## src/common/valu_settings.svh

```systemverilog
// Sizing of the vector ALU; vlen_t in valu_pkg must hold VALU_MAX_VL and vid_t must cover VALU_NR_IDS
`ifndef VALU_SETTINGS_SVH
`define VALU_SETTINGS_SVH

// Instructions held between accept and commit
`define VALU_INSN_DEPTH 4

// Result words waiting for a register file grant
`define VALU_RESULT_DEPTH 2

// Longest vector in elements
`define VALU_MAX_VL 256

// 64-bit words in one vector register
`define VALU_WORDS_PER_VREG 32

// One done bit per instruction id
`define VALU_NR_IDS 8

`endif
```

## src/common/valu_pkg.sv

```systemverilog
// Types of the vector ALU; widths assume a 64-bit datapath and at most 256 elements per vector
package valu_pkg;

  // One datapath word and its byte enables
  typedef logic [63:0] elen_t;
  typedef logic [7:0]  strb_t;

  // Element width, the encoding doubles as log2 of the element bytes
  typedef enum logic [1:0] {
    EW8  = 2'd0,
    EW16 = 2'd1,
    EW32 = 2'd2,
    EW64 = 2'd3
  } vsew_e;

  typedef enum logic [3:0] {
    VAND, VOR, VXOR,
    VADD, VSUB, VRSUB,
    VMIN, VMINU, VMAX, VMAXU,
    VMERGE
  } alu_op_e;

  typedef logic [2:0] vid_t;
  typedef logic [8:0] vlen_t;
  typedef logic [9:0] vaddr_t;
  typedef logic [4:0] vreg_t;

  typedef struct packed {
    vid_t    id;
    alu_op_e op;
    vsew_e   vsew;
    vlen_t   vl;
    vreg_t   vd;
    elen_t   scalar_op;
    logic    use_scalar;
    // Set for an unmasked instruction
    logic    vm;
  } valu_insn_t;

  typedef struct packed {
    vid_t   id;
    vaddr_t addr;
    elen_t  wdata;
    strb_t  be;
  } valu_result_t;

endpackage

```

## src/hw/result_fifo.sv

```systemverilog
// Result FIFO of VALU_RESULT_DEPTH entries; caller must not push when full or pop when empty
`timescale 1ns/1ps
`include "valu_settings.svh"

module result_fifo #(
  parameter type payload_t = valu_pkg::valu_result_t
) (
  input  logic     clk_i,
  input  logic     rst_ni,
  input  logic     push_i,
  input  payload_t push_data_i,
  input  logic     pop_i,
  output logic     full_o,
  output logic     req_o,
  output payload_t data_o
);

  localparam int unsigned Depth = `VALU_RESULT_DEPTH;
  localparam int unsigned PtrW  = (Depth > 1) ? $clog2(Depth) : 1;
  localparam int unsigned CntW  = $clog2(Depth + 1);

  payload_t        mem_q [Depth];
  logic [PtrW-1:0] wr_ptr_q, rd_ptr_q;
  logic [CntW-1:0] cnt_q;

  function automatic logic [PtrW-1:0] next_ptr(input logic [PtrW-1:0] ptr);
    return (ptr == PtrW'(Depth - 1)) ? '0 : ptr + PtrW'(1);
  endfunction

  assign full_o = (cnt_q == CntW'(Depth));
  // Request is raised by the registered count, a cycle after the push
  assign req_o  = (cnt_q != '0);
  assign data_o = mem_q[rd_ptr_q];

  always_ff @(posedge clk_i or negedge rst_ni) begin
    if (!rst_ni) begin
      wr_ptr_q <= '0;
      rd_ptr_q <= '0;
      cnt_q    <= '0;
    end else begin
      if (push_i) wr_ptr_q <= next_ptr(wr_ptr_q);
      if (pop_i) rd_ptr_q <= next_ptr(rd_ptr_q);
      // Simultaneous push and pop keep the count
      cnt_q <= cnt_q + CntW'(push_i) - CntW'(pop_i);
    end
  end

  always_ff @(posedge clk_i) begin
    if (push_i) begin
      mem_q[wr_ptr_q] <= push_data_i;
    end
  end

  a_no_overflow: assert property (@(posedge clk_i) disable iff (!rst_ni) push_i |-> !full_o);
  a_no_underflow: assert property (@(posedge clk_i) disable iff (!rst_ni) pop_i |-> req_o);

endmodule

```

## config.mk

```make
export PLATFORM = sky130hd
export DESIGN_NAME = result_fifo
export DESIGN_NICKNAME = d
export VERILOG_FILES = /design/src/common/valu_pkg.sv /design/src/hw/result_fifo.sv
export VERILOG_INCLUDE_DIRS = /design/src /design/src/common
export SDC_FILE = /design/constraint.sdc
export NUM_CORES = 1
export LEC_CHECK = 0
export BUFFER_PORTS_ARGS = -buffer_cell sky130_fd_sc_hd__buf_4
export CORE_MARGIN = 2
export CORE_UTILIZATION = 35
export DETAILED_ROUTE_END_ITERATION = 7
export MAX_ROUTING_LAYER = met4
export SLEW_MARGIN = 20
export SYNTH_ARGS = -nofsm -noshare
export SYNTH_HDL_FRONTEND = slang
export SYNTH_SLANG_ARGS = --single-unit
export TNS_END_PERCENT = 10
```

## constraint.sdc

```tcl
create_clock -name clk_i -period 7.6 [get_ports clk_i]
set_input_delay 0.38 -clock clk_i [delete_from_list [all_inputs] [get_ports clk_i]]
set_output_delay 0.38 -clock clk_i [all_outputs]
set_load 0.01 [all_outputs]
```

# Word-level counts from Yosys, hierarchy flattened
# Memories as Yosys holds them, arrays and structs flattened.
# Cells that the tools add are included.
# classes
addsub,4
mul,0
n_div,0
n_lt_le_gt_ge,0
n_eq_ne,1
n_shift,0
mux,4
bitwise,0
n_reduce_logical,1
# op_table
operator,count
$mux W1,4
$add A1 B1 Y1 const B,2
$add A2 B1 Y2,1
$eq A2 B2 Y1 const B,1
$reduce_bool A2 Y1,1
$sub A2 B1 Y2,1
# word_totals
regBits,4
latch_bits,0
mem_bits_rw,170
mem_bits_ro,0
input_bits,89
mem_count,1
# memory_table
name,words,word_bits,read_ports,rd_clocked_by_memory_dff,write_ports,line_no,text
mem_q,2,85,1,0,1,result_fifo.sv:22,payload_t mem_q [Depth];

# Longest topological paths before layout
# Gate-level depths: netlist of the first run.
# logic_depth
depth_word,2
mapped_depth,5
ltp_nobuf,5

# Worst setup path before layout of the first run
# Ideal clock, no wire load.
# synth_timing
kind,register to register
from,reg wr_ptr_q
to,mem mem_q[0][0] (netlist bit) (enable)
setup_time_ns,0.539
arrival_time_ns,4.169
required_ns,7.061
setup_slack_ns,2.891
path_stages_with_launch,2
n_path_buf,0
period_less_slack_ns,4.709
path_cell_list,dfrtp_1 > nor2b_1
# synth_lines
item,line_no,text
"start, declared",result_fifo.sv:23,"logic [PtrW-1:0] wr_ptr_q, rd_ptr_q;"
"start signal, assigned",result_fifo.sv:41,if (push_i) wr_ptr_q <= next_ptr(wr_ptr_q);
"end, declared",result_fifo.sv:22,
# No word-level cell before the write port.

==> key figures, run 1 <==
Layout
  – Final nets: 559
  – Post-Layout Cell Count: 710
  – Most common cell after layout, fill and taps aside: buf_4
  – Share of cells above drive strength 1: 61.7%
  – Post-route cell area: 8700 sq um
  – Most frequent cells in the layout: buf_4, edfxtp_1, mux2_2
  – Area growth syn-to-layout: 33.0%
  – Antenna Cells: 0

Floorplanning
  – Die H: 141 um
  – Core area: 18100 sq um
  – Die area: 19800 sq um
  – Die Span X: 141 um
  – Top Ports: 176
  – Initial Util: 36.0%
  – FP Rows: 49

Yosys
  – Mapped Nets: 371
  – Yosys Warn Count: 0
  – Largest family of logic cells by synthesized area: multiplexers
  – Post-synthesis adder-cell area fraction: 0.383%
  – Mux cell area share after synthesis: 16.9%
  – Synth Area in XOR/XNOR: 0.632%
  – Area of the mapped netlist: 6540 sq um
  – Mean Syn Cell Area: 23.3 sq um
  – Post-Synth Simple-Gate Area: 0.383%
  – Seq/Total Area, Yosys: 79.6%
  – Netlist cell types: 15
  – FF+latch count, synth: 174
  – Compound-Gate Fraction of Synth Area: 0%
  – Synthesized instance count: 280

STA
  – RSZ-0062 raised after global routing: no
  – Normalized max-slew margin: 44.2%
  – TNS Setup: 0 ns
  – Crit share post-route: 38.9%
  – Final clock skew: 0.00604 ns
  – Max-slew violations: 0
  – Final setup fails: 0
  – Min Tclk post-route: 2.96 ns
  – Setup ws final: 4.64 ns
  – Final hold vios: 0
  – Max Clk Rate: 338 MHz
  – Worst-margin pin slew: 0.837 ns

Route
  – Wire length per cell: 16.3 um
  – DRT iter0 DRCs: 119
  – Via count: 3177
  – DR pass1 iterations: 4
  – Final wirelength: 11600 um
  – Routed Antenna Nets: 0
  – DRC: 0
  – Vias/cell: 4.47

Global routing
  – Tot GR Track Use: 12.2%
  – Vias in the first global route: 3588
  – First-pass GRT wire length: 17600 um
  – Grt total ovfl: 0
  – Initial antenna violation count: 0
  – Pin count of the biggest net entering global routing: 86

Power and ir drop
  – Final Total Pwr: 3250 uW
  – Maximum VDD drop: 194 uV
  – Power Dens Cells: 374 nW/um^2
  – Static Leakage: 0.00338 uW

Critical path
  – WP data arrival: 2.58 ns
  – Crit Path Max Fanout: 47
  – Crit path launch type: flop
  – Critical path capture point type: output pin
  – Worst EP required: 7.22 ns
  – Crit path kind: reg2out

Placed design
  – Post-Place Cells: 677
  – Placed inst area: 8050 sq um
  – Pre-CTS WS: 5.03 ns
  – Buffers added on ports: 175
  – Post-DP HPWL: 7470 um
  – Placer Congestion: 0.736

Clock network
  – Post-CTS resize count: 0
  – Hold_buf cts: 1
  – Clock Path Buffers: 2
  – Worst skew pair latency: 0.42 ns
  – Clk slew on worst S/H paths: 0.07 ns
  – H-tree Lvls: 4
  – Post-CTS Setup Inserts: 0
  – Sink Count: 174
  – Cts bufs inserted: 17
  – CTS tree: done
  – Clock Tree Root: clkbuf_16

Run
  – Max-cap violation count: 0

Outcome
  – Status: finished clean

Hold path
  – Worst Hold Class: in2reg
worst max-delay path: stages, from the launching register on:
cell and delay, ns:
dfrtp_4 0.89, buf_4 0.69, mux2_2 0.41, buf_4 0.14
kinds of logic after synthesis:
kind of cell	count (synthesis)
XOR/XNOR	3
adder cells (fa/ha/maj)	2
buffers and inverters	12
flip-flops	174
multiplexers	85
AND/OR/NAND/NOR	4
stage by stage:
step | hold WS [ns] | util, %
after floorplan | 0.0844 | -
after CTS | 0.116 | 47.9
final | 0.142 | 47.9
after global routing | 0.110 | 47.9
after global placement | 0.181 | 44.3
after detailed placement | 0.180 | 44.4
power by group:
group	internal, uW	switching, uW
Combinational	546	414
Sequential	1280	96.3
Clock	558	364
Total	2380	874
cell type report:
cell class | count | area, sq um
clock inverters | 14 | 206
fillers | 1542 | 9450
inverters | 2 | 7.51
multi-input cells | 94 | 1210
flip-flops and latches | 174 | 5210
repair buffers | 179 | 1350
well taps | 229 | 287
clock buffers | 18 | 429
flip-flops by register name, indices dropped and copies added, names as in the netlist:
| signal | flops |
|---|---|
| cnt_q | 2 |
| wr_ptr_q | 1 |
| rd_ptr_q | 1 |
| mem_q | 170 |
Yosys cell counts:
cell type | n | share of area (%)
edfxtp_1 | 170 | 78
mux2_2 | 45 | 7.8
mux2_4 | 40 | 9.2
buf_12 | 4 | 1.2
buf_2 | 4 | 0.31
dfrtp_1 | 4 | 1.5
ha_1 | 2 | 0.38
inv_1 | 2 | 0.11
nor2b_1 | 2 | 0.19
xor2_1 | 2 | 0.27
and2_1 | 1 | 0.096
buf_6 | 1 | 0.17
buf_8 | 1 | 0.23
or2_2 | 1 | 0.096
xor3_1 | 1 | 0.36
final timing paths:
kind | endpoint | startpoint | cells after the start | slack (ns)
setup reg to reg | mem_q[1][51]$_DFFE_PP_ | wr_ptr_q$_DFFE_PN0P_ | 2 | 5.63
hold reg to reg | wr_ptr_q$_DFFE_PN0P_ | wr_ptr_q$_DFFE_PN0P_ | 1 | 0.55
max in group asynchronous | rd_ptr_q$_DFFE_PN0P_ | rst_ni | 2 | 7.17
hold / removal | mem_q[1][65]$_DFFE_PP_ | push_data_i[65] | 1 | 0.14
setup / recovery | data_o[77] | rd_ptr_q$_DFFE_PN0P_ | 3 | 4.64
min in group asynchronous | cnt_q[0]$_DFF_PN0_ | rst_ni | 2 | 0.31
layer usage:
| metal | up-vias | track usage (%) | share of wire, % |
|---|---|---|---|
| met2 | 129 | 19.5 | 48 |
| met1 | 1554 | 13.1 | 41 |
| met4 | 0 | 5.21 | 1.5 |
| met5 | - | - | 0 |
| li1 | 1480 | - | - |
| met3 | 14 | 5.74 | 10 |
No activity file was read; power rests on OpenSTA's default activity.
==> inputs of run 2 (changes only) <==
==> constraint.sdc (replaced) <==
create_clock -name clk_i -period 2.6 [get_ports clk_i]
set_input_delay 0.13 -clock clk_i [delete_from_list [all_inputs] [get_ports clk_i]]
set_output_delay 0.13 -clock clk_i [all_outputs]
set_load 0.01 [all_outputs]
==> run 2 against run 1 <==
Critical endpoint is now data_o[21]. Clock-buffer cell count did not move. Sequential cell count did not move. Critical path depth did not move. Combinational power grew to 3.2 times the previous value. Highest routed layer unchanged. Via count is 12% higher.
==> key figures, run 2 (synthesized netlist as in run 1, its figures left out) <==
Hold path
  – Worst Hold Class: in2async (was in2reg)

Critical path
  – FF-to-FF Start: wr_ptr_q$_DFFE_PN0P_ (unchanged)
  – Critical path capture point type: output pin (unchanged)
  – WP data arrival: 2.03 ns (was 2.58 ns)
  – Crit path kind: reg2out (unchanged)
  – Critical path launch point: rd_ptr_q$_DFFE_PN0P_ (unchanged)
  – Crit Path Max Fanout: 37 (was 47)
  – Worst EP required: 2.47 ns (was 7.22 ns)
  – Crit path launch type: flop (unchanged)

Placed design
  – Buffers added on ports: 175 (unchanged)
  – Pre-CTS WS: 0.841 ns (was 5.03 ns)
  – Post-Place Cells: 680 (was 677)
  – Placer Congestion: 0.773 (was 0.736)

STA
  – Worst-margin pin slew: 0.711 ns (was 0.837 ns)
  – Setup ws final: 0.436 ns (was 4.64 ns)
  – Min Tclk post-route: 2.16 ns
  – Final setup fails: 0 (unchanged)
  – Final hold vios: 0 (unchanged)
  – Max-slew violations: 0 (unchanged)
  – Final clock skew: 0.00846 ns (was 0.00604 ns)
  – RSZ-0062 raised after global routing: no (unchanged)
  – Crit share post-route: 83.2%
  – Max Clk Rate: 462 MHz
  – Normalized max-slew margin: 52.6% (was 44.2%)
  – Final Hold Slack: 0.0492 ns (was 0.142 ns)

Global routing
  – Grt total ovfl: 0 (unchanged)
  – Pin count of the biggest net entering global routing: 52 (was 86)
  – Initial antenna violation count: 0 (unchanged)
  – Vias in the first global route: 4009 (was 3588)
  – First-pass GRT wire length: 20100 um (was 17600 um)
  – Tot GR Track Use: 13.7% (was 12.2%)

Outcome
  – Status: finished clean (unchanged)

Layout
  – Fillers: 1458 (was 1542)
  – Share of cells above drive strength 1: 52.7% (was 61.7%)
  – Most common cell after layout, fill and taps aside: buf_4 (unchanged)
  – Area growth syn-to-layout: 46.1% (was 33.0%)
  – Max reg flops: 170 (unchanged)
  – Post-Layout Cell Count: 800 (was 710)
  – Top reg by flops: mem_q (unchanged)
  – Most frequent cells in the layout: buf_4, edfxtp_1, dlygate4sd3_1 (was buf_4, edfxtp_1, mux2_2)
  – Final nets: 649 (was 559)
  – Largest registers: mem_q: 170 flops, cnt_q: 2 flops (unchanged)
  – Antenna Cells: 0 (unchanged)

Clock network
  – Post-CTS resize count: 0 (unchanged)
  – Clk slew on worst S/H paths: 0.06 ns (was 0.07 ns)
  – Clock Path Buffers: 2 (unchanged)
  – Cts bufs inserted: 17 (unchanged)
  – Clock Tree Root: clkbuf_16 (unchanged)
  – CTS tree: done (unchanged)
  – Post-CTS Setup Inserts: 0 (unchanged)
  – Sink Count: 174 (unchanged)
  – Worst skew pair latency: 0.42 ns (about the same)
  – H-tree Lvls: 4 (unchanged)

Run
  – Max-cap violation count: 0 (unchanged)

Floorplanning
  – Core area: 18100 sq um (unchanged)
  – Die area: 19800 sq um (unchanged)
  – Top Ports: 176 (unchanged)
  – Die Span X: 141 um (unchanged)
  – Die H: 141 um (unchanged)
  – Initial Util: 36.0% (unchanged)
  – FP Rows: 49 (unchanged)

Power and ir drop
  – Static Leakage: 0.00374 uW (was 0.00338 uW)
  – Power Dens Cells: 991 nW/um^2 (was 374 nW/um^2)
  – Maximum VDD drop: 512 uV (was 194 uV)
  – Final Total Pwr: 9470 uW (was 3250 uW)

Route
  – DRT iter0 DRCs: 190 (was 119)
  – DR pass1 iterations: 4 (unchanged)
  – Vias/cell: 4.46 (was 4.47)
  – Routed Antenna Nets: 0 (unchanged)
  – Wire length per cell: 16.2 um (was 16.3 um)
  – Via count: 3571 (was 3177)
  – Final wirelength: 13000 um (was 11600 um)
  – DRC: 0 (unchanged)
[run 2: final cells by class]
| type | count | area [sq um] | area share (%) |
|---|---|---|---|
| Sequential cell | 174 | 5210 | 54.5 |
| Timing Repair Buffer | 269 | 2280 | 23.8 |
| Multi-Input combinational cell | 94 | 1210 | 12.7 |
| Clock buffer | 18 | 429 | 4.49 |
| Tap cell | 229 | 287 | 3.00 |
| Clock inverter | 14 | 134 | 1.40 |
| Inverter | 2 | 7.51 | 0.0786 |
[run 2: per-stage QoR]
step,utilization [%],TNS (ns),area (sq um)
2_1_floorplan,-,-22.78,6550
3_3_place_gp,44.7,0,8110
3_5_place_dp,44.7,0,8110
4_1_cts,52.6,0,9550
5_1_grt,52.6,0,9550
6_report,52.6,0,9550
[run 2: power breakdown]
group          leakage [uW]  total [uW]  switching, uW  internal, uW
Clock              0.000277        2420           1080          1340
Sequential          0.00164        3970            240          3730
Combinational       0.00182        3080           1340          1740
Total               0.00374        9470           2660          6810
[run 2: path summary, 6_finish.rpt]
| check | endpoint | slack, ns | cells after the start |
|---|---|---|---|
| setup / recovery | data_o[21] | 0.44 | 3 |
| hold / removal | cnt_q[1]$_DFF_PN0_ | 0.05 | 2 |
| setup reg to reg | mem_q[1][30]$_DFFE_PP_ | 0.99 | 2 |
| hold reg to reg | wr_ptr_q$_DFFE_PN0P_ | 0.56 | 1 |
| max in group asynchronous | rd_ptr_q$_DFFE_PN0P_ | 2.44 | 2 |
| min in group clk_i | mem_q[1][9]$_DFFE_PP_ | 0.44 | 2 |
[run 2: worst max-delay path, cell delays in order (launching register included)]
cell,delay [ns]
dfrtp_4,0.75
buf_12,0.29
mux2_2,0.40
buf_4,0.15
[run 2: what timing repair did]
action,4_1_cts,5_1_grt
hold buffers,88,0
endpoints found under the setup margin,0,0
endpoints found under the hold margin,177,0
[run 2: per-layer routing]
layer / vias to the layer above / GRT usage (%) / wire length (um)
met5: - / - / 0
met3: 15 / 3.97 / 849
li1: 1661 / - / -
met4: 0 / 4.63 / 162
met1: 1763 / 15.3 / 5380
met2: 132 / 23.6 / 6610
==> inputs of run 3 (changes only) <==
==> constraint.sdc (replaced) <==
create_clock -name clk_i -period 1.93 [get_ports clk_i]
set_input_delay 0.0965 -clock clk_i [delete_from_list [all_inputs] [get_ports clk_i]]
set_output_delay 0.0965 -clock clk_i [all_outputs]
set_load 0.01 [all_outputs]
==> run 3 against run 2 <==
Setup slack lost 0.34 ns. Clock-buffer cell count is the same. Highest routed layer unchanged. Via count shrank 0.70%.
==> key figures, run 3 (synthesized netlist as in run 1, its figures left out) <==
Layout
  – Antenna Cells: 0 (unchanged)
  – Final nets: 652 (was 649)
  – Top reg by flops: mem_q (unchanged)
  – Largest registers: mem_q: 170 flops, cnt_q: 2 flops (unchanged)
  – Most common cell after layout, fill and taps aside: buf_4 (unchanged)
  – Layout Utilization: 53.0% (was 52.6%)
  – Max reg flops: 170 (unchanged)
  – Share of cells above drive strength 1: 52.6% (was 52.7%)
  – Most frequent cells in the layout: buf_4, edfxtp_1, dlygate4sd3_1 (unchanged)
  – Area growth syn-to-layout: 47.0% (was 46.1%)

Floorplanning
  – Die Span X: 141 um (unchanged)
  – Die H: 141 um (unchanged)
  – Initial Util: 36.0% (unchanged)
  – FP Rows: 49 (unchanged)
  – Top Ports: 176 (unchanged)
  – Core area: 18100 sq um (unchanged)
  – Die area: 19800 sq um (unchanged)

Clock network
  – Cts bufs inserted: 17 (unchanged)
  – Clk slew on worst S/H paths: 0.07 ns (was 0.06 ns)
  – Post-CTS Setup Inserts: 0 (unchanged)
  – CTS tree: done (unchanged)
  – Sink Count: 174 (unchanged)
  – Worst skew pair latency: 0.42 ns (about the same)
  – Clock Tree Root: clkbuf_16 (unchanged)
  – H-tree Lvls: 4 (unchanged)
  – Clock Path Buffers: 2 (unchanged)

Route
  – Vias/cell: 4.42 (was 4.46)
  – Final wirelength: 12600 um (was 13000 um)
  – Routed Antenna Nets: 0 (unchanged)
  – DRT iter0 DRCs: 159 (was 190)
  – DRC: 0 (unchanged)
  – Via count: 3546 (was 3571)
  – Wire length per cell: 15.7 um (was 16.2 um)
  – DR pass1 iterations: 4 (unchanged)

STA
  – Final hold vios: 0 (unchanged)
  – Max-slew violations: 0 (unchanged)
  – Min Tclk post-route: 1.83 ns
  – Worst-margin pin slew: 0.473 ns (was 0.711 ns)
  – TNS Setup: 0 ns (unchanged)
  – Max Clk Rate: 546 MHz
  – Final setup fails: 0 (unchanged)
  – Final clock skew: 0.00560 ns (was 0.00846 ns)
  – Normalized max-slew margin: 68.5% (was 52.6%)
  – RSZ-0062 raised after global routing: no (unchanged)
  – Crit share post-route: 94.9%
  – Setup ws final: 0.0976 ns (was 0.436 ns)

Critical path
  – Crit path kind: reg2out (unchanged)
  – Cell breakdown of the critical path: buf_12 > mux2_2 > buf_4 (unchanged)
  – Critical Path Max Stage Delay: 0.44 ns (was 0.75 ns)
  – Critical path capture point type: output pin (unchanged)
  – Slowest CP cell: dfrtp_4 (unchanged)
  – Crit Path Max Fanout: 45 (was 37)
  – CP Buf/Inv Count: 2 (unchanged)
  – Worst EP required: 1.83 ns (was 2.47 ns)
  – WP data arrival: 1.74 ns (was 2.03 ns)
  – CP delay by family, top: flip-flops (unchanged)
  – Crit path launch type: flop (unchanged)

Global routing
  – Pin count of the biggest net entering global routing: 52 (unchanged)
  – First-pass GRT wire length: 19400 um (was 20100 um)
  – Tot GR Track Use: 13.3% (was 13.7%)
  – Grt total ovfl: 0 (unchanged)
  – Vias in the first global route: 3804 (was 4009)
  – Initial antenna violation count: 0 (unchanged)

Run
  – Max-cap violation count: 0 (unchanged)

Placed design
  – Pre-CTS WS: 0.497 ns (was 0.841 ns)
  – Buffers added on ports: 175 (unchanged)
  – Post-DP HPWL: 8000 um
  – Placer Congestion: 0.712 (was 0.773)

Power and ir drop
  – Power Dens Cells: 1340 nW/um^2 (was 991 nW/um^2)
  – Maximum VDD drop: 969 uV (was 512 uV)
  – Static Leakage: 0.00376 uW (was 0.00374 uW)

Outcome
  – Status: finished clean (unchanged)

Hold path
  – Worst Hold Class: in2reg (was in2async)
[run 3: worst reg2reg max path, stage by stage, from the launching register on]
cell and delay, ns:
dfrtp_1 0.43, and2_4 0.43, buf_4 0.27
[run 3: worst paths after layout]
check,slack (ns),endpoint,from,depth (start not counted)
min in group asynchronous,0.57,cnt_q[0]$_DFF_PN0_,rst_ni,3
min,0.40,mem_q[0][76]$_DFFE_PP_,push_data_i[76],2
max,0.1,data_o[9],rd_ptr_q$_DFFE_PN0P_,3
max reg2reg,0.51,mem_q[1][45]$_DFFE_PP_,wr_ptr_q$_DFFE_PN0P_,2
max in group asynchronous,1.17,rd_ptr_q$_DFFE_PN0P_,rst_ni,3
min reg2reg,0.56,wr_ptr_q$_DFFE_PN0P_,wr_ptr_q$_DFFE_PN0P_,1
[run 3: stage by stage]
| step | area [sq um] | total power [uW] | hold WS (ns) | cells |
|---|---|---|---|---|
| after floorplan | 6550 | 7820 | -0.199 | 280 |
| after global placement | 8150 | 9460 | -0.106 | 682 |
| after detailed placement | 8150 | 9540 | -0.104 | 682 |
| after CTS | 9610 | 13000 | 0.373 | 803 |
| after global routing | 9610 | 13500 | 0.378 | 803 |
| final | 9610 | 12800 | 0.395 | 803 |
[run 3: cell type report]
type	instances	area, sq um
Fill cell	1466	8540
Sequential cell	174	5210
Timing Repair Buffer	272	2330
Multi-Input combinational cell	94	1210
Clock buffer	18	429
Tap cell	229	287
Clock inverter	14	143
Inverter	2	7.51
[run 3: repair_timing]
| action | 4_1_cts | 5_1_grt |
|---|---|---|
| gates resized for setup | 0 | 0 |
| hold buffers | 89 | 0 |
| endpoints found under the hold margin | 177 | 0 |
[run 3: metal layers]
metal  vias to the layer above  wire length [um]  part of all wire (%)  GRT usage, %
li1                       1675                 -                     -             -
met1                      1746              5420                    43          15.6
met2                       111              6320                    50          21.8
met3                        14               662                   5.3          4.38
met4                         0               166                   1.3          3.95
met5                         -                 0                     0             -
[run 3: power breakdown]
part	total [uW]	switching, uW	internal, uW
combinational	4310	1920	2400
clock	3310	1410	1910
sequential	5210	195	5020
total	12800	3520	9320
