$ cat config.mk
export PLATFORM = sky130hd
export DESIGN_NAME = insn_queue
export DESIGN_NICKNAME = d
export VERILOG_FILES = /design/src/common/valu_pkg.sv /design/src/hw/insn_queue.sv
export VERILOG_INCLUDE_DIRS = /design/src /design/src/common
export SDC_FILE = /design/constraint.sdc
export NUM_CORES = 1
export LEC_CHECK = 0
export ABC_CLOCK_PERIOD_IN_PS = 4900
export BUFFER_PORTS_ARGS = -buffer_cell sky130_fd_sc_hd__buf_2
export CORE_UTILIZATION = 40
export CTS_CLUSTER_DIAMETER = 100
export CTS_CLUSTER_SIZE = 16
export DETAILED_ROUTE_END_ITERATION = 10
export GPL_ROUTABILITY_DRIVEN = 0
export GPL_TIMING_DRIVEN = 0
export SYNTH_ARGS = -nofsm -noshare
export SYNTH_HDL_FRONTEND = slang
export SYNTH_SLANG_ARGS = --single-unit
export TNS_END_PERCENT = 20
$ cat constraint.sdc
create_clock -name clk_i -period 4.9 [get_ports clk_i]
set_input_delay 0.245 -clock clk_i [delete_from_list [all_inputs] [get_ports clk_i]]
set_output_delay 0.245 -clock clk_i [all_outputs]
set_load 0.005 [all_outputs]
$ cat src/common/valu_settings.svh
// Sizing of the vector ALU; vlen_t in valu_pkg must hold VALU_MAX_VL and vid_t must cover VALU_NR_IDS
`ifndef VALU_SETTINGS_SVH
`define VALU_SETTINGS_SVH

// Instructions held between accept and commit
`define VALU_INSN_DEPTH 4

// Result words waiting for a register file grant
`define VALU_RESULT_DEPTH 2

// Longest vector in elements
`define VALU_MAX_VL 256

// 64-bit words in one vector register
`define VALU_WORDS_PER_VREG 32

// One done bit per instruction id
`define VALU_NR_IDS 8

`endif
$ cat src/common/valu_pkg.sv
// Types of the vector ALU; widths assume a 64-bit datapath and at most 256 elements per vector
package valu_pkg;

  // One datapath word and its byte enables
  typedef logic [63:0] elen_t;
  typedef logic [7:0]  strb_t;

  // Element width, the encoding doubles as log2 of the element bytes
  typedef enum logic [1:0] {
    EW8  = 2'd0,
    EW16 = 2'd1,
    EW32 = 2'd2,
    EW64 = 2'd3
  } vsew_e;

  typedef enum logic [3:0] {
    VAND, VOR, VXOR,
    VADD, VSUB, VRSUB,
    VMIN, VMINU, VMAX, VMAXU,
    VMERGE
  } alu_op_e;

  typedef logic [2:0] vid_t;
  typedef logic [8:0] vlen_t;
  typedef logic [9:0] vaddr_t;
  typedef logic [4:0] vreg_t;

  typedef struct packed {
    vid_t    id;
    alu_op_e op;
    vsew_e   vsew;
    vlen_t   vl;
    vreg_t   vd;
    elen_t   scalar_op;
    logic    use_scalar;
    // Set for an unmasked instruction
    logic    vm;
  } valu_insn_t;

  typedef struct packed {
    vid_t   id;
    vaddr_t addr;
    elen_t  wdata;
    strb_t  be;
  } valu_result_t;

endpackage

$ cat src/hw/insn_queue.sv
// Instruction queue; vl must be 1..VALU_MAX_VL and results must be granted in issue order
`timescale 1ns/1ps
`include "valu_settings.svh"

module insn_queue (
  input  logic                        clk_i,
  input  logic                        rst_ni,
  input  valu_pkg::valu_insn_t        insn_i,
  input  logic                        insn_valid_i,
  input  logic                        issue_done_i,
  input  logic                        result_gnt_i,
  output logic                        insn_ready_o,
  output valu_pkg::valu_insn_t        issue_insn_o,
  output logic                        issue_valid_o,
  output logic [`VALU_NR_IDS-1:0]     done_o
);

  localparam int unsigned Depth = `VALU_INSN_DEPTH;
  localparam int unsigned PtrW  = $clog2(Depth);
  localparam int unsigned CntW  = $clog2(Depth + 1);

  valu_pkg::valu_insn_t insn_q [Depth];
  // Three pointers walk the same ring
  logic [PtrW-1:0] accept_ptr_q, accept_ptr_d;
  logic [PtrW-1:0] issue_ptr_q, issue_ptr_d;
  logic [PtrW-1:0] commit_ptr_q, commit_ptr_d;
  // Instructions still to issue and still to commit
  logic [CntW-1:0] issue_cnt_q, issue_cnt_d;
  logic [CntW-1:0] commit_cnt_q, commit_cnt_d;
  // Elements of the commit head not yet granted
  valu_pkg::vlen_t commit_left_q, commit_left_d;
  valu_pkg::vlen_t commit_per_word;
  valu_pkg::valu_insn_t commit_insn;
  logic accept;

  function automatic logic [PtrW-1:0] next_ptr(input logic [PtrW-1:0] ptr);
    return (ptr == PtrW'(Depth - 1)) ? '0 : ptr + PtrW'(1);
  endfunction

  assign insn_ready_o    = (commit_cnt_q != CntW'(Depth));
  assign accept          = insn_valid_i && insn_ready_o;
  assign issue_insn_o    = insn_q[issue_ptr_q];
  assign issue_valid_o   = (issue_cnt_q != '0);
  assign commit_insn     = insn_q[commit_ptr_q];
  assign commit_per_word = valu_pkg::vlen_t'(9'd8 >> commit_insn.vsew);

  always_comb begin
    accept_ptr_d  = accept_ptr_q;
    issue_ptr_d   = issue_ptr_q;
    commit_ptr_d  = commit_ptr_q;
    issue_cnt_d   = issue_cnt_q;
    commit_cnt_d  = commit_cnt_q;
    commit_left_d = commit_left_q;
    done_o        = '0;

    // Last word of the issue head has left
    if (issue_done_i) begin
      issue_ptr_d = next_ptr(issue_ptr_q);
      issue_cnt_d = issue_cnt_q - CntW'(1);
    end

    // Each granted word retires up to one word of elements
    if (result_gnt_i && commit_cnt_q != '0) begin
      commit_left_d = (commit_left_q > commit_per_word) ? commit_left_q - commit_per_word : '0;
      if (commit_left_d == '0) begin
        done_o[commit_insn.id] = 1'b1;
        commit_ptr_d = next_ptr(commit_ptr_q);
        commit_cnt_d = commit_cnt_q - CntW'(1);
        // Next commit head is already stored
        if (commit_cnt_d != '0) begin
          commit_left_d = insn_q[commit_ptr_d].vl;
        end
      end
    end

    if (accept) begin
      // Empty commit side, so the new one becomes its head
      if (commit_cnt_d == '0) begin
        commit_left_d = insn_i.vl;
      end
      accept_ptr_d = next_ptr(accept_ptr_q);
      issue_cnt_d  = issue_cnt_d + CntW'(1);
      commit_cnt_d = commit_cnt_d + CntW'(1);
    end
  end

  always_ff @(posedge clk_i or negedge rst_ni) begin
    if (!rst_ni) begin
      accept_ptr_q  <= '0;
      issue_ptr_q   <= '0;
      commit_ptr_q  <= '0;
      issue_cnt_q   <= '0;
      commit_cnt_q  <= '0;
      commit_left_q <= '0;
    end else begin
      accept_ptr_q  <= accept_ptr_d;
      issue_ptr_q   <= issue_ptr_d;
      commit_ptr_q  <= commit_ptr_d;
      issue_cnt_q   <= issue_cnt_d;
      commit_cnt_q  <= commit_cnt_d;
      commit_left_q <= commit_left_d;
    end
  end

  always_ff @(posedge clk_i) begin
    if (accept) begin
      insn_q[accept_ptr_q] <= insn_i;
    end
  end

  // Ring never overflows and nothing commits before it issues
  a_cnt_bounds: assert property (@(posedge clk_i) disable iff (!rst_ni)
    commit_cnt_q <= CntW'(Depth) && issue_cnt_q <= commit_cnt_q);
  a_vl_legal: assert property (@(posedge clk_i) disable iff (!rst_ni)
    accept |-> insn_i.vl != '0 && insn_i.vl <= valu_pkg::vlen_t'(`VALU_MAX_VL));
  // The issue stage only finishes a head that exists
  a_done_has_head: assert property (@(posedge clk_i) disable iff (!rst_ni)
    issue_done_i |-> issue_valid_o);

endmodule

=== After elaboration in Yosys (flattened, before gate mapping) ===
Memory sizes are Yosys's and may differ from the RTL's.
Index checks and enable logic that the tools add are counted.

* Memory bits (read-only): 0
* Memory bits (writable): 356
* Input port bits: 94
* Output and inout port bits: 99
* Logic and storage cells: 52
* Bits in latches: 0
* Memories: 1
* Flip-flop bits (word level): 21

* Reductions and logical operators: 9
* Order comparisons: 3
* Shift operators: 1
* Muxes and demuxes: 20
* Bitwise gates (word level): 0
* Eq/ne operators: 4
* Add/sub/neg operators: 8
* Div/mod/pow operators: 0
* Multiply operators: 0

{| class="wikitable"
|+ Memory list
! name !! words !! bits a word !! rd ports !! clocked after memory_dff !! write ports !! RTL line !! source
|-
| insn_q || 4 || 89 || 3 || 0 || 1 || insn_queue.sv:22 || <nowiki>valu_pkg::valu_insn_t insn_q [Depth];</nowiki>
|}

{| class="wikitable"
|+ Operators with widths
! operator !! number
|-
| 9-bit 2-to-1 mux || 6
|-
| 8-bit 2-to-1 mux || 2
|-
| 3-bit 2-to-1 mux || 5
|-
| 9-bit > comparator || 1
|-
| 9-bit zero test || 1
|-
| 3-bit nonzero test || 3
|-
| 4-bit by 2-bit >> shifter with 9-bit output, first input constant || 1
|-
| 9-bit subtractor || 1
|-
| 2-bit by 1-bit adder with 2-bit output, second input constant || 3
|-
| 3-bit by 1-bit adder with 3-bit output, second input constant || 2
|-
| 2-bit equality test, second input constant || 3
|-
| 2-bit 2-to-1 mux || 3
|-
| 3-bit by 1-bit subtractor with 3-bit output, second input constant || 2
|-
| 3-bit by 4-bit less-than comparator with 1-bit output, second input constant || 1
|-
| 1-bit demux with 3-bit select || 1
|-
| 3-bit by 1-bit >= comparator with 1-bit output, second input constant || 1
|-
| 1-bit logical AND || 3
|-
| 3-bit zero test || 1
|-
| 1-bit 2-to-1 mux || 3
|-
| 3-bit != test, second input constant || 1
|-
| 2-bit AND reduction || 1
|}

=== Depth between registers and ports, before layout ===
Gate-level depths: netlist of the first run.
An unclocked memory read counts as a cell.

* Word-level depth: 10
* Gate-level depth with buffers: 17
* Gate-level depth less buffers: 16

=== Worst setup path before layout of the first run ===
No wires, ideal clock.

* Path kind: reg-to-reg
* Start point: register commit_ptr_q[0]
* End point: register commit_left_q[0]
* Setup slack: 0.600 ns
* Arrival: 4.175 ns
* Required time: 4.775 ns
* Library setup time: 0.125 ns
* Buffers on the path: 2
* Cell stages (with the launch flop): 18
* Clock period less this slack: 4.300 ns
* Path through: dfrtp_1 buf_2 mux4_2 and2_1 ha_1 inv_1 fa_1 or3b_2 nor3_1 mux2i_1 nand4b_4 a21oi_4 mux2_2 ha_1 nand2_1 nor3_2 buf_6 mux2_4

* Longest elaborated chain between the ends: 10
* Elaborated cells between the ends (all ways): 17
* Those cells by class: 2 x add/sub; 1 x order compare; 1 x eq/ne; 1 x shift; 9 x mux; 2 x reduce/logical; 1 x memory

{| class="wikitable"
|+ RTL lines
! item !! RTL line !! source
|-
| from (decl) || insn_queue.sv:26 || <nowiki>logic [PtrW-1:0] commit_ptr_q, commit_ptr_d;</nowiki>
|-
| from (signal assigned) || insn_queue.sv:98 || <nowiki>commit_ptr_q <= commit_ptr_d;</nowiki>
|-
| memory 4 x 89 bit (*) || n/a ||
|-
| 4-bit by 2-bit >> shifter with 9-bit output || insn_queue.sv:45 || <nowiki>assign commit_per_word = valu_pkg::vlen_t'(9'd8 >> commit_insn.vsew);</nowiki>
|-
| 9-bit subtractor or 9-bit > comparator (tied branches) || insn_queue.sv:64 || <nowiki>commit_left_d = (commit_left_q > commit_per_word) ? commit_left_q - commit_per_word : '0;</nowiki>
|-
| 9-bit 2-to-1 mux || insn_queue.sv:64 ||
|-
| 9-bit zero test || insn_queue.sv:65 || <nowiki>if (commit_left_d == '0) begin</nowiki>
|-
| 3-bit 2-to-1 mux || insn_queue.sv:65 ||
|-
| 3-bit 2-to-1 mux || insn_queue.sv:63 || <nowiki>if (result_gnt_i && commit_cnt_q != '0) begin</nowiki>
|-
| 3-bit zero test || insn_queue.sv:78 || <nowiki>if (commit_cnt_d == '0) begin</nowiki>
|-
| 9-bit 2-to-1 mux || insn_queue.sv:78 ||
|-
| 9-bit 2-to-1 mux (*) || insn_queue.sv:76 || <nowiki>if (accept) begin</nowiki>
|-
| via commit_left_d[0] || insn_queue.sv:31 || <nowiki>valu_pkg::vlen_t commit_left_q, commit_left_d;</nowiki>
|-
| to (signal assigned) || insn_queue.sv:101 || <nowiki>commit_left_q <= commit_left_d;</nowiki>
|-
| to (decl) || insn_queue.sv:31 ||
|}

The timed path passes the listed nets; every way through them passes the cells marked *.
A chain may end at the register's enable or synchronous reset.

=== Worst setup path after layout of the first run ===
* Start point: register commit_ptr_q[0]
* End point: output port done_o[0]

* Longest elaborated chain between the ends: 7
* Elaborated cells between the ends (all ways): 13
* Those cells by class: 1 x add/sub; 3 x order compare; 1 x shift; 5 x mux; 2 x reduce/logical; 1 x memory

{| class="wikitable"
|+ RTL lines
! item !! RTL line !! source
|-
| memory 4 x 89 bit (*) || n/a ||
|-
| 4-bit by 2-bit >> shifter with 9-bit output, or another cell as far along || insn_queue.sv:45 ||
|-
| 9-bit subtractor, or another cell as far along || insn_queue.sv:64 ||
|-
| 9-bit 2-to-1 mux or 1-bit 2-to-1 mux (tied branches) || insn_queue.sv:64, insn_queue.sv:66 ||
|-
| 9-bit zero test or 1-bit demux with 3-bit select (tied branches) || insn_queue.sv:65, insn_queue.sv:66 ||
|-
| 8-bit 2-to-1 mux (*) || insn_queue.sv:65 ||
|-
| 8-bit 2-to-1 mux (*) || insn_queue.sv:63 ||
|-
| to (decl) || insn_queue.sv:15 || <nowiki>output logic [`VALU_NR_IDS-1:0] done_o</nowiki>
|}

Mark *: on every way between the ends. The rest lies on a longest branch, timed or not.

==> impl_metrics.tcl, run 1 <==
set metrics [dict create \
    status "complete, no violations" \
    cts_tree "yes" \
    fmax_mhz 215 \
    slew_violations 0 \
    yosys_warnings 0 \
    end_kind "output pin" \
    period_needed_ps 4650 \
    drt-pass1-iter-count 4 \
    syn_area_per_cell_um2 21.7 \
    synth_area_leaders "edfxtp_1, mux4_2, dfrtp_1" \
    synth_cells 694 \
    num_rows 70 \
    power_density_nw_per_um2 567 \
    wl_um 30400 \
    ys_seq_area_share_pct 74.5 \
    synth_edf_count 356 \
    async_reset_ff_share_pct 5.57 \
    ir_drop_mv 0.340 \
    portBuffers 191 \
    clock_skew_ps 8.05 \
    grt_pass1_wl_um 47500 \
    netlist.area_leader.share_pct 71.0 \
    die_h_um 196 \
    cp_data_arrival_time_ps 4400 \
    via_count 7658 \
    ant_nets 0 \
    fin_crit_sh_pct 94.8 \
    holdPathEnd "issue_cnt_q[0]" \
    die_area_um2 38400 \
    relSlewSlack_pct 28.4 \
    worstHoldPathType "in2reg" \
    min_from "insn_valid_i" \
    crit_type "reg2out" \
    finalSetupViolCount 0 \
    reg2reg_depth 17 \
    grt_max_degree 55 \
    final_common_cell "edfxtp_1" \
    maxCapViolCount 0 \
    drt-wirelength-per-cell_um 20.4 \
    grt_pass1_vias 8271 \
    netlist_area_um2 15100 \
    insertion_delay_ps 560 \
    r2r_slack_ps 270 \
    syn-num-nets 807 \
    synth_seq_cells 377 \
    die_x_um 196 \
    holdPathStages 3 \
    postLayoutCoreUtil_pct 50.0 \
    fin_total_pwr_uw 10400 \
    layout_common_cells "edfxtp_1, buf_2, mux4_2" \
    pin_count 193 \
    start_util_pct 40.9 \
    synth_cell_types 60 \
    fin_nets 1122 \
    grtUsageTotal_pct 16.2 \
    p_leak_uw 0.00636 \
    drive_gt1_share_pct 35.8 \
    clk_path_buf_depth 3 \
    route.detailed.drc 0 \
    yosysTopAreaCell "edfxtp_1" \
    clkSinkCount 377 \
    hold_violations 0 \
    area_delta_synth_final_pct 22.1 \
    crit_fanout 7 \
    cts_root_buf "clkbuf_16" \
    htreeDepth 1 \
    rsz0062_at_grt "true" \
    critPathLaunchType "flip-flop" \
    worstPathRequired_ps 4660 \
    reg2reg_from "commit_ptr_q[0]" \
    dp_hpwl_um 19400 \
    cts_buffers 27 \
    worst_pin_slew_ps 1070 \
    antenna_found_initial 1 \
    timing.rr.end "commit_left_q[0]" \
    vias_per_cell 5.15 \
    drtIter0Drc 344 \
    clk_pin_slew_ps 80 \
    overflow 0 \
    core-area_um2 36800 \
    ys.flop_type "edfxtp_1" \
]
-- worst max path at each step --
stage | start | endpoint | slack [ps]
final | commit_ptr_q[0] | done_o[0] | 250
after global routing | commit_ptr_q[0] | done_o[0] | -20
after CTS | commit_ptr_q[0] | done_o[0] | 30
after detailed placement | commit_ptr_q[0] | commit_left_q[1] | 110
after global placement | commit_cnt_q[0] | insn_q[1][4] | -500
after floorplan | commit_ptr_q[0] | commit_left_q[0] | 600
-- report_power, final --
part	internal [uW]	total [uW]	leakage [uW]	switching (uW)
registers	4230	4420	0.00350	189
logic	1850	3960	0.00250	2110
clock network	1010	2050	0.000358	1040
total	7090	10400	0.00636	3340
-- synthesized netlist by cell type (5+ instances only) --
library cell / number
mux2_2: 8
xnor2_1: 8
inv_1: 22
clkbuf_1: 15
nand2b_1: 7
nor2_1: 13
ha_1: 18
mux2i_1: 9
nor3_1: 7
edfxtp_1: 356
nand2_1: 18
and3_1: 6
mux4_2: 103
dfrtp_1: 21
a31oi_1: 6
buf_1: 10
o21ai_0: 5
-- logic make-up (layout without fill, tap and decap cells) --
| family | count (synthesis) | in the layout | synth area share (%) |
|---|---|---|---|
| AO/OA/AOI/OAI | 42 | 42 | 2.14 |
| XOR/XNOR | 10 | 10 | 0.582 |
| adder cells (fa/ha/maj) | 19 | 19 | 1.63 |
| buffers and inverters | 51 | 375 | 1.36 |
| flip-flops | 377 | 377 | 74.5 |
| multiplexers | 123 | 123 | 16.9 |
| other | 0 | 1 | 0 |
| AND/OR/NAND/NOR | 72 | 72 | 2.91 |
-- worst max-delay path: stages (launching register included) --
cell      delay, ps
dfrtp_1         350
buf_4           190
mux4_2          570
and2_1          190
ha_1            200
inv_1            70
fa_1            440
or3b_2          500
nor3_1          150
mux2i_1         120
nand4b_4        230
a21oi_4         300
nand2b_1        160
nor3_1          210
buf_2           140
-- layout make-up --
type,instances,area [um^2]
inverter,22,82.6
buffer,29,125
sequential,377,11200
fill,3062,18400
clock inverter,2,28.8
timing repair buffer,286,1970
tap,468,586
antenna,1,2.50
multi-input combinational,266,3660
clock buffer,36,709
-- sequential cells by signal, indices dropped and copies added, names as in the netlist --
name           count
commit_left_q      9
issue_cnt_q        3
commit_ptr_q       2
issue_ptr_q        2
insn_q           356
commit_cnt_q       3
accept_ptr_q       2
-- metrics by stage --
| stage | hold WS [ps] | cell area, um^2 | setup WS [ps] | setup TNS, ps | instances |
|---|---|---|---|---|---|
| floorplan | -50.6 | 15100 | 600 | 0 | 694 |
| global placement | 275 | 16600 | -497 | -158010 | 1353 |
| detailed placement | 268 | 16700 | 110 | 0 | 1357 |
| CTS | 54.0 | 18400 | 27.9 | 0 | 1485 |
| global route | 102 | 18400 | -18.6 | -24.9 | 1487 |
| finish | 97.2 | 18400 | 254 | 0 | 1487 |
-- timing repair --
item,CTS,global route
hold buffers,90,0
resized for setup,0,2
hold endpoints to repair,386,0
setup endpoints to repair,0,17
buffers inserted,0,1
-- per-layer routing --
layer / up-vias / share of wire [%] / GRT usage, %
li1: 3498 / - / -
met3: 33 / 6.2 / 3.94
met2: 190 / 49 / 27.6
met4: 0 / 1.9 / 3.50
met5: - / 0 / 0
met1: 3937 / 43 / 21.0
Power figures use the tool's default switching activity.
==> inputs of run 2 (changes only) <==
SETUP_SLACK_MARGIN = 0.4   (was unset)
==> run 2 against run 1 <==
Highest routed layer unchanged. Non-clock buffer count grew 10. Die area is the same. Cell count grew 0.67%. Clock power is essentially flat. First-iteration DRC count grew 7.8%. Wire length grew 0.98%. Combinational power grew 3%. Design area grew 0.90%.
==> impl_metrics.tcl, run 2 (synthesized netlist as in run 1, its figures left out) <==
set metrics [dict create \
    timing.hold.ws_ps 97.5 \
    relSlewSlack_pct 28.4 \
    power_density_nw_per_um2 569 \
    cp_data_arrival_time_ps 4790 \
    final_common_cell "edfxtp_1" \
    fillers 3042 \
    cts_buffers 27 \
    slew_violations 0 \
    period_needed_ps 4350 \
    critPathLaunchType "flip-flop" \
    instances_no_fill 1497 \
    drt-pass1-iter-count 4 \
    p_comb_share_pct 38.6 \
    ir_drop_mv 0.340 \
    die_area_um2 38400 \
    num_rows 70 \
    worst_pin_slew_ps 1070 \
    cp_slowest_cell "mux4_2" \
    crit_fanout 7 \
    pre_cts_slack_ps 110 \
    cts_root_buf "clkbuf_16" \
    worst-path-buf-inv 5 \
    min_from "insn_valid_i" \
    wl_um 30700 \
    finalSetupViolCount 0 \
    drive_gt1_share_pct 37.2 \
    fin_nets 1132 \
    clkSinkCount 377 \
    start_util_pct 40.9 \
    reg2reg_depth 18 \
    route.detailed.drc 0 \
    dp_cells 1357 \
    drt-wirelength-per-cell_um 20.5 \
    timing.rr.end "commit_left_q[0]" \
    p_switching_uw 3390 \
    seq_area_um2 11200 \
    busiest_layer "met2" \
    via_count 7744 \
    grt_max_degree 55 \
    overflow 0 \
    core-area_um2 36800 \
    p_leak_uw 0.00643 \
    multi_input_area_um2 3710 \
    largest_reg_flops 356 \
    p_seq_share_pct 41.9 \
    clk_path_buf_depth 3 \
    clk_pin_slew_ps 80 \
    die_h_um 196 \
    holdPathEnd "issue_cnt_q[0]" \
    drtIter0Drc 371 \
    clock_skew_ps 8.70 \
    dp_hpwl_um 19400 \
    cp_cell_sequence "buf_6 > mux4_2 > buf_4 > or2_2 > ha_1 > buf_4 > o21a_1 > a21boi_4 > o2111a_2 > nand4b_4 > a21oi_4 > buf_12 > mux2_2 > ha_1 > nand2_1 > nor3_2 > buf_6 > mux2_4" \
    cp_top_family "multiplexers" \
    fmax_mhz 230 \
    end_kind "flip-flop" \
    p_int_uw 7160 \
    holdPathStages 3 \
    area_delta_synth_final_pct 23.2 \
    switching_share_pct 32.1 \
    met1_usage_pct 21.0 \
    clkPwrFrac_pct 19.5 \
    grtUsageMet3_pct 3.94 \
    fin_crit_sh_pct 88.7 \
    status "complete, no violations" \
    reg2reg_from "commit_ptr_q[0]" \
    fin_total_pwr_uw 10500 \
    ant_nets 0 \
    critPathMaxStageDelay_ps 530 \
    grt_pass1_wl_um 47500 \
    hold_violations 0 \
    grtUsageTotal_pct 16.2 \
    insertion_delay_ps 560 \
    cts_tree "yes" \
    met2_usage_pct 27.7 \
    portBuffers 191 \
    die_x_um 196 \
    layout_common_cells "edfxtp_1, buf_2, mux4_2" \
    final.setup.worst_slack_ps 554 \
    top_register "insn_q" \
    grt_pass1_vias 8303 \
    antenna_found_initial 1 \
    maxCapViolCount 0 \
    pin_count 193 \
    rsz0062_at_grt "false" \
    r2r_slack_ps 550 \
    worstHoldPathType "in2reg" \
    worstPathRequired_ps 5350 \
    postLayoutCoreUtil_pct 50.4 \
    crit_type "reg2reg" \
    largestRegisters "insn_q (356), commit_left_q (9)" \
    htreeDepth 1 \
    vias_per_cell 5.17 \
]
[run 2: what timing repair did]
action                     CTS  global route
hold buffers                90             0
setup endpoints to repair   18            16
setup buffers                6             5
pin swaps                    1             4
resized for setup            4             9
hold endpoints to repair   386             0
[run 2: routing by layer]
layer | part of all wire (%) | routed length (um)
met5 | 0 | 0
met4 | 1.9 | 583
met2 | 50 | 15200
met3 | 6.4 | 1950
met1 | 42 | 12900
[run 2: how the worst max path moves through the flow]
| stage | startpoint | endpoint | slack [ps] | cells after the start |
|---|---|---|---|---|
| 2_1_floorplan | commit_ptr_q[0] | commit_left_q[0] | 600 | 17 |
| 5_1_grt | commit_ptr_q[0] | commit_left_q[1] | 400 | 17 |
| 6_report | commit_ptr_q[0] | commit_left_q[0] | 550 | 18 |
| 4_1_cts | commit_ptr_q[0] | commit_left_q[1] | 410 | 18 |
| 3_5_place_dp | commit_ptr_q[0] | commit_left_q[1] | 110 | 17 |
| 3_3_place_gp | commit_cnt_q[0] | insn_q[1][4] | -500 | 4 |
[run 2: layout make-up]
cell class | count | share of cell area (%)
clock inverter | 2 | 0.155
inverter | 22 | 0.445
tap | 468 | 3.16
antenna | 1 | 0.0135
sequential | 377 | 60.5
clock buffer | 36 | 3.83
multi-input combinational | 266 | 20.0
timing repair buffer | 296 | 11.3
buffer | 29 | 0.695
[run 2: worst min-delay path: stages]
cell and delay, ps:
buf_2 140, nand2_1 150, xnor2_1 90
[run 2: power groups by stage]
stage / registers [uW] / logic [uW] / clock network (uW)
6_report: 4420 / 4080 / 2050
5_1_grt: 4480 / 4460 / 2220
4_1_cts: 4420 / 4100 / 2120
3_5_place_dp: 4490 / 3990 / 0
3_3_place_gp: 4580 / 3910 / 0
2_1_floorplan: 4480 / 2590 / 0
[run 2: metrics by stage]
step | cell area (um^2) | setup TNS, ps
floorplan | 15100 | 0
global route | 18500 | 0
global placement | 16600 | -158010
CTS | 18400 | 0
detailed placement | 16700 | 0
finish | 18500 | 0
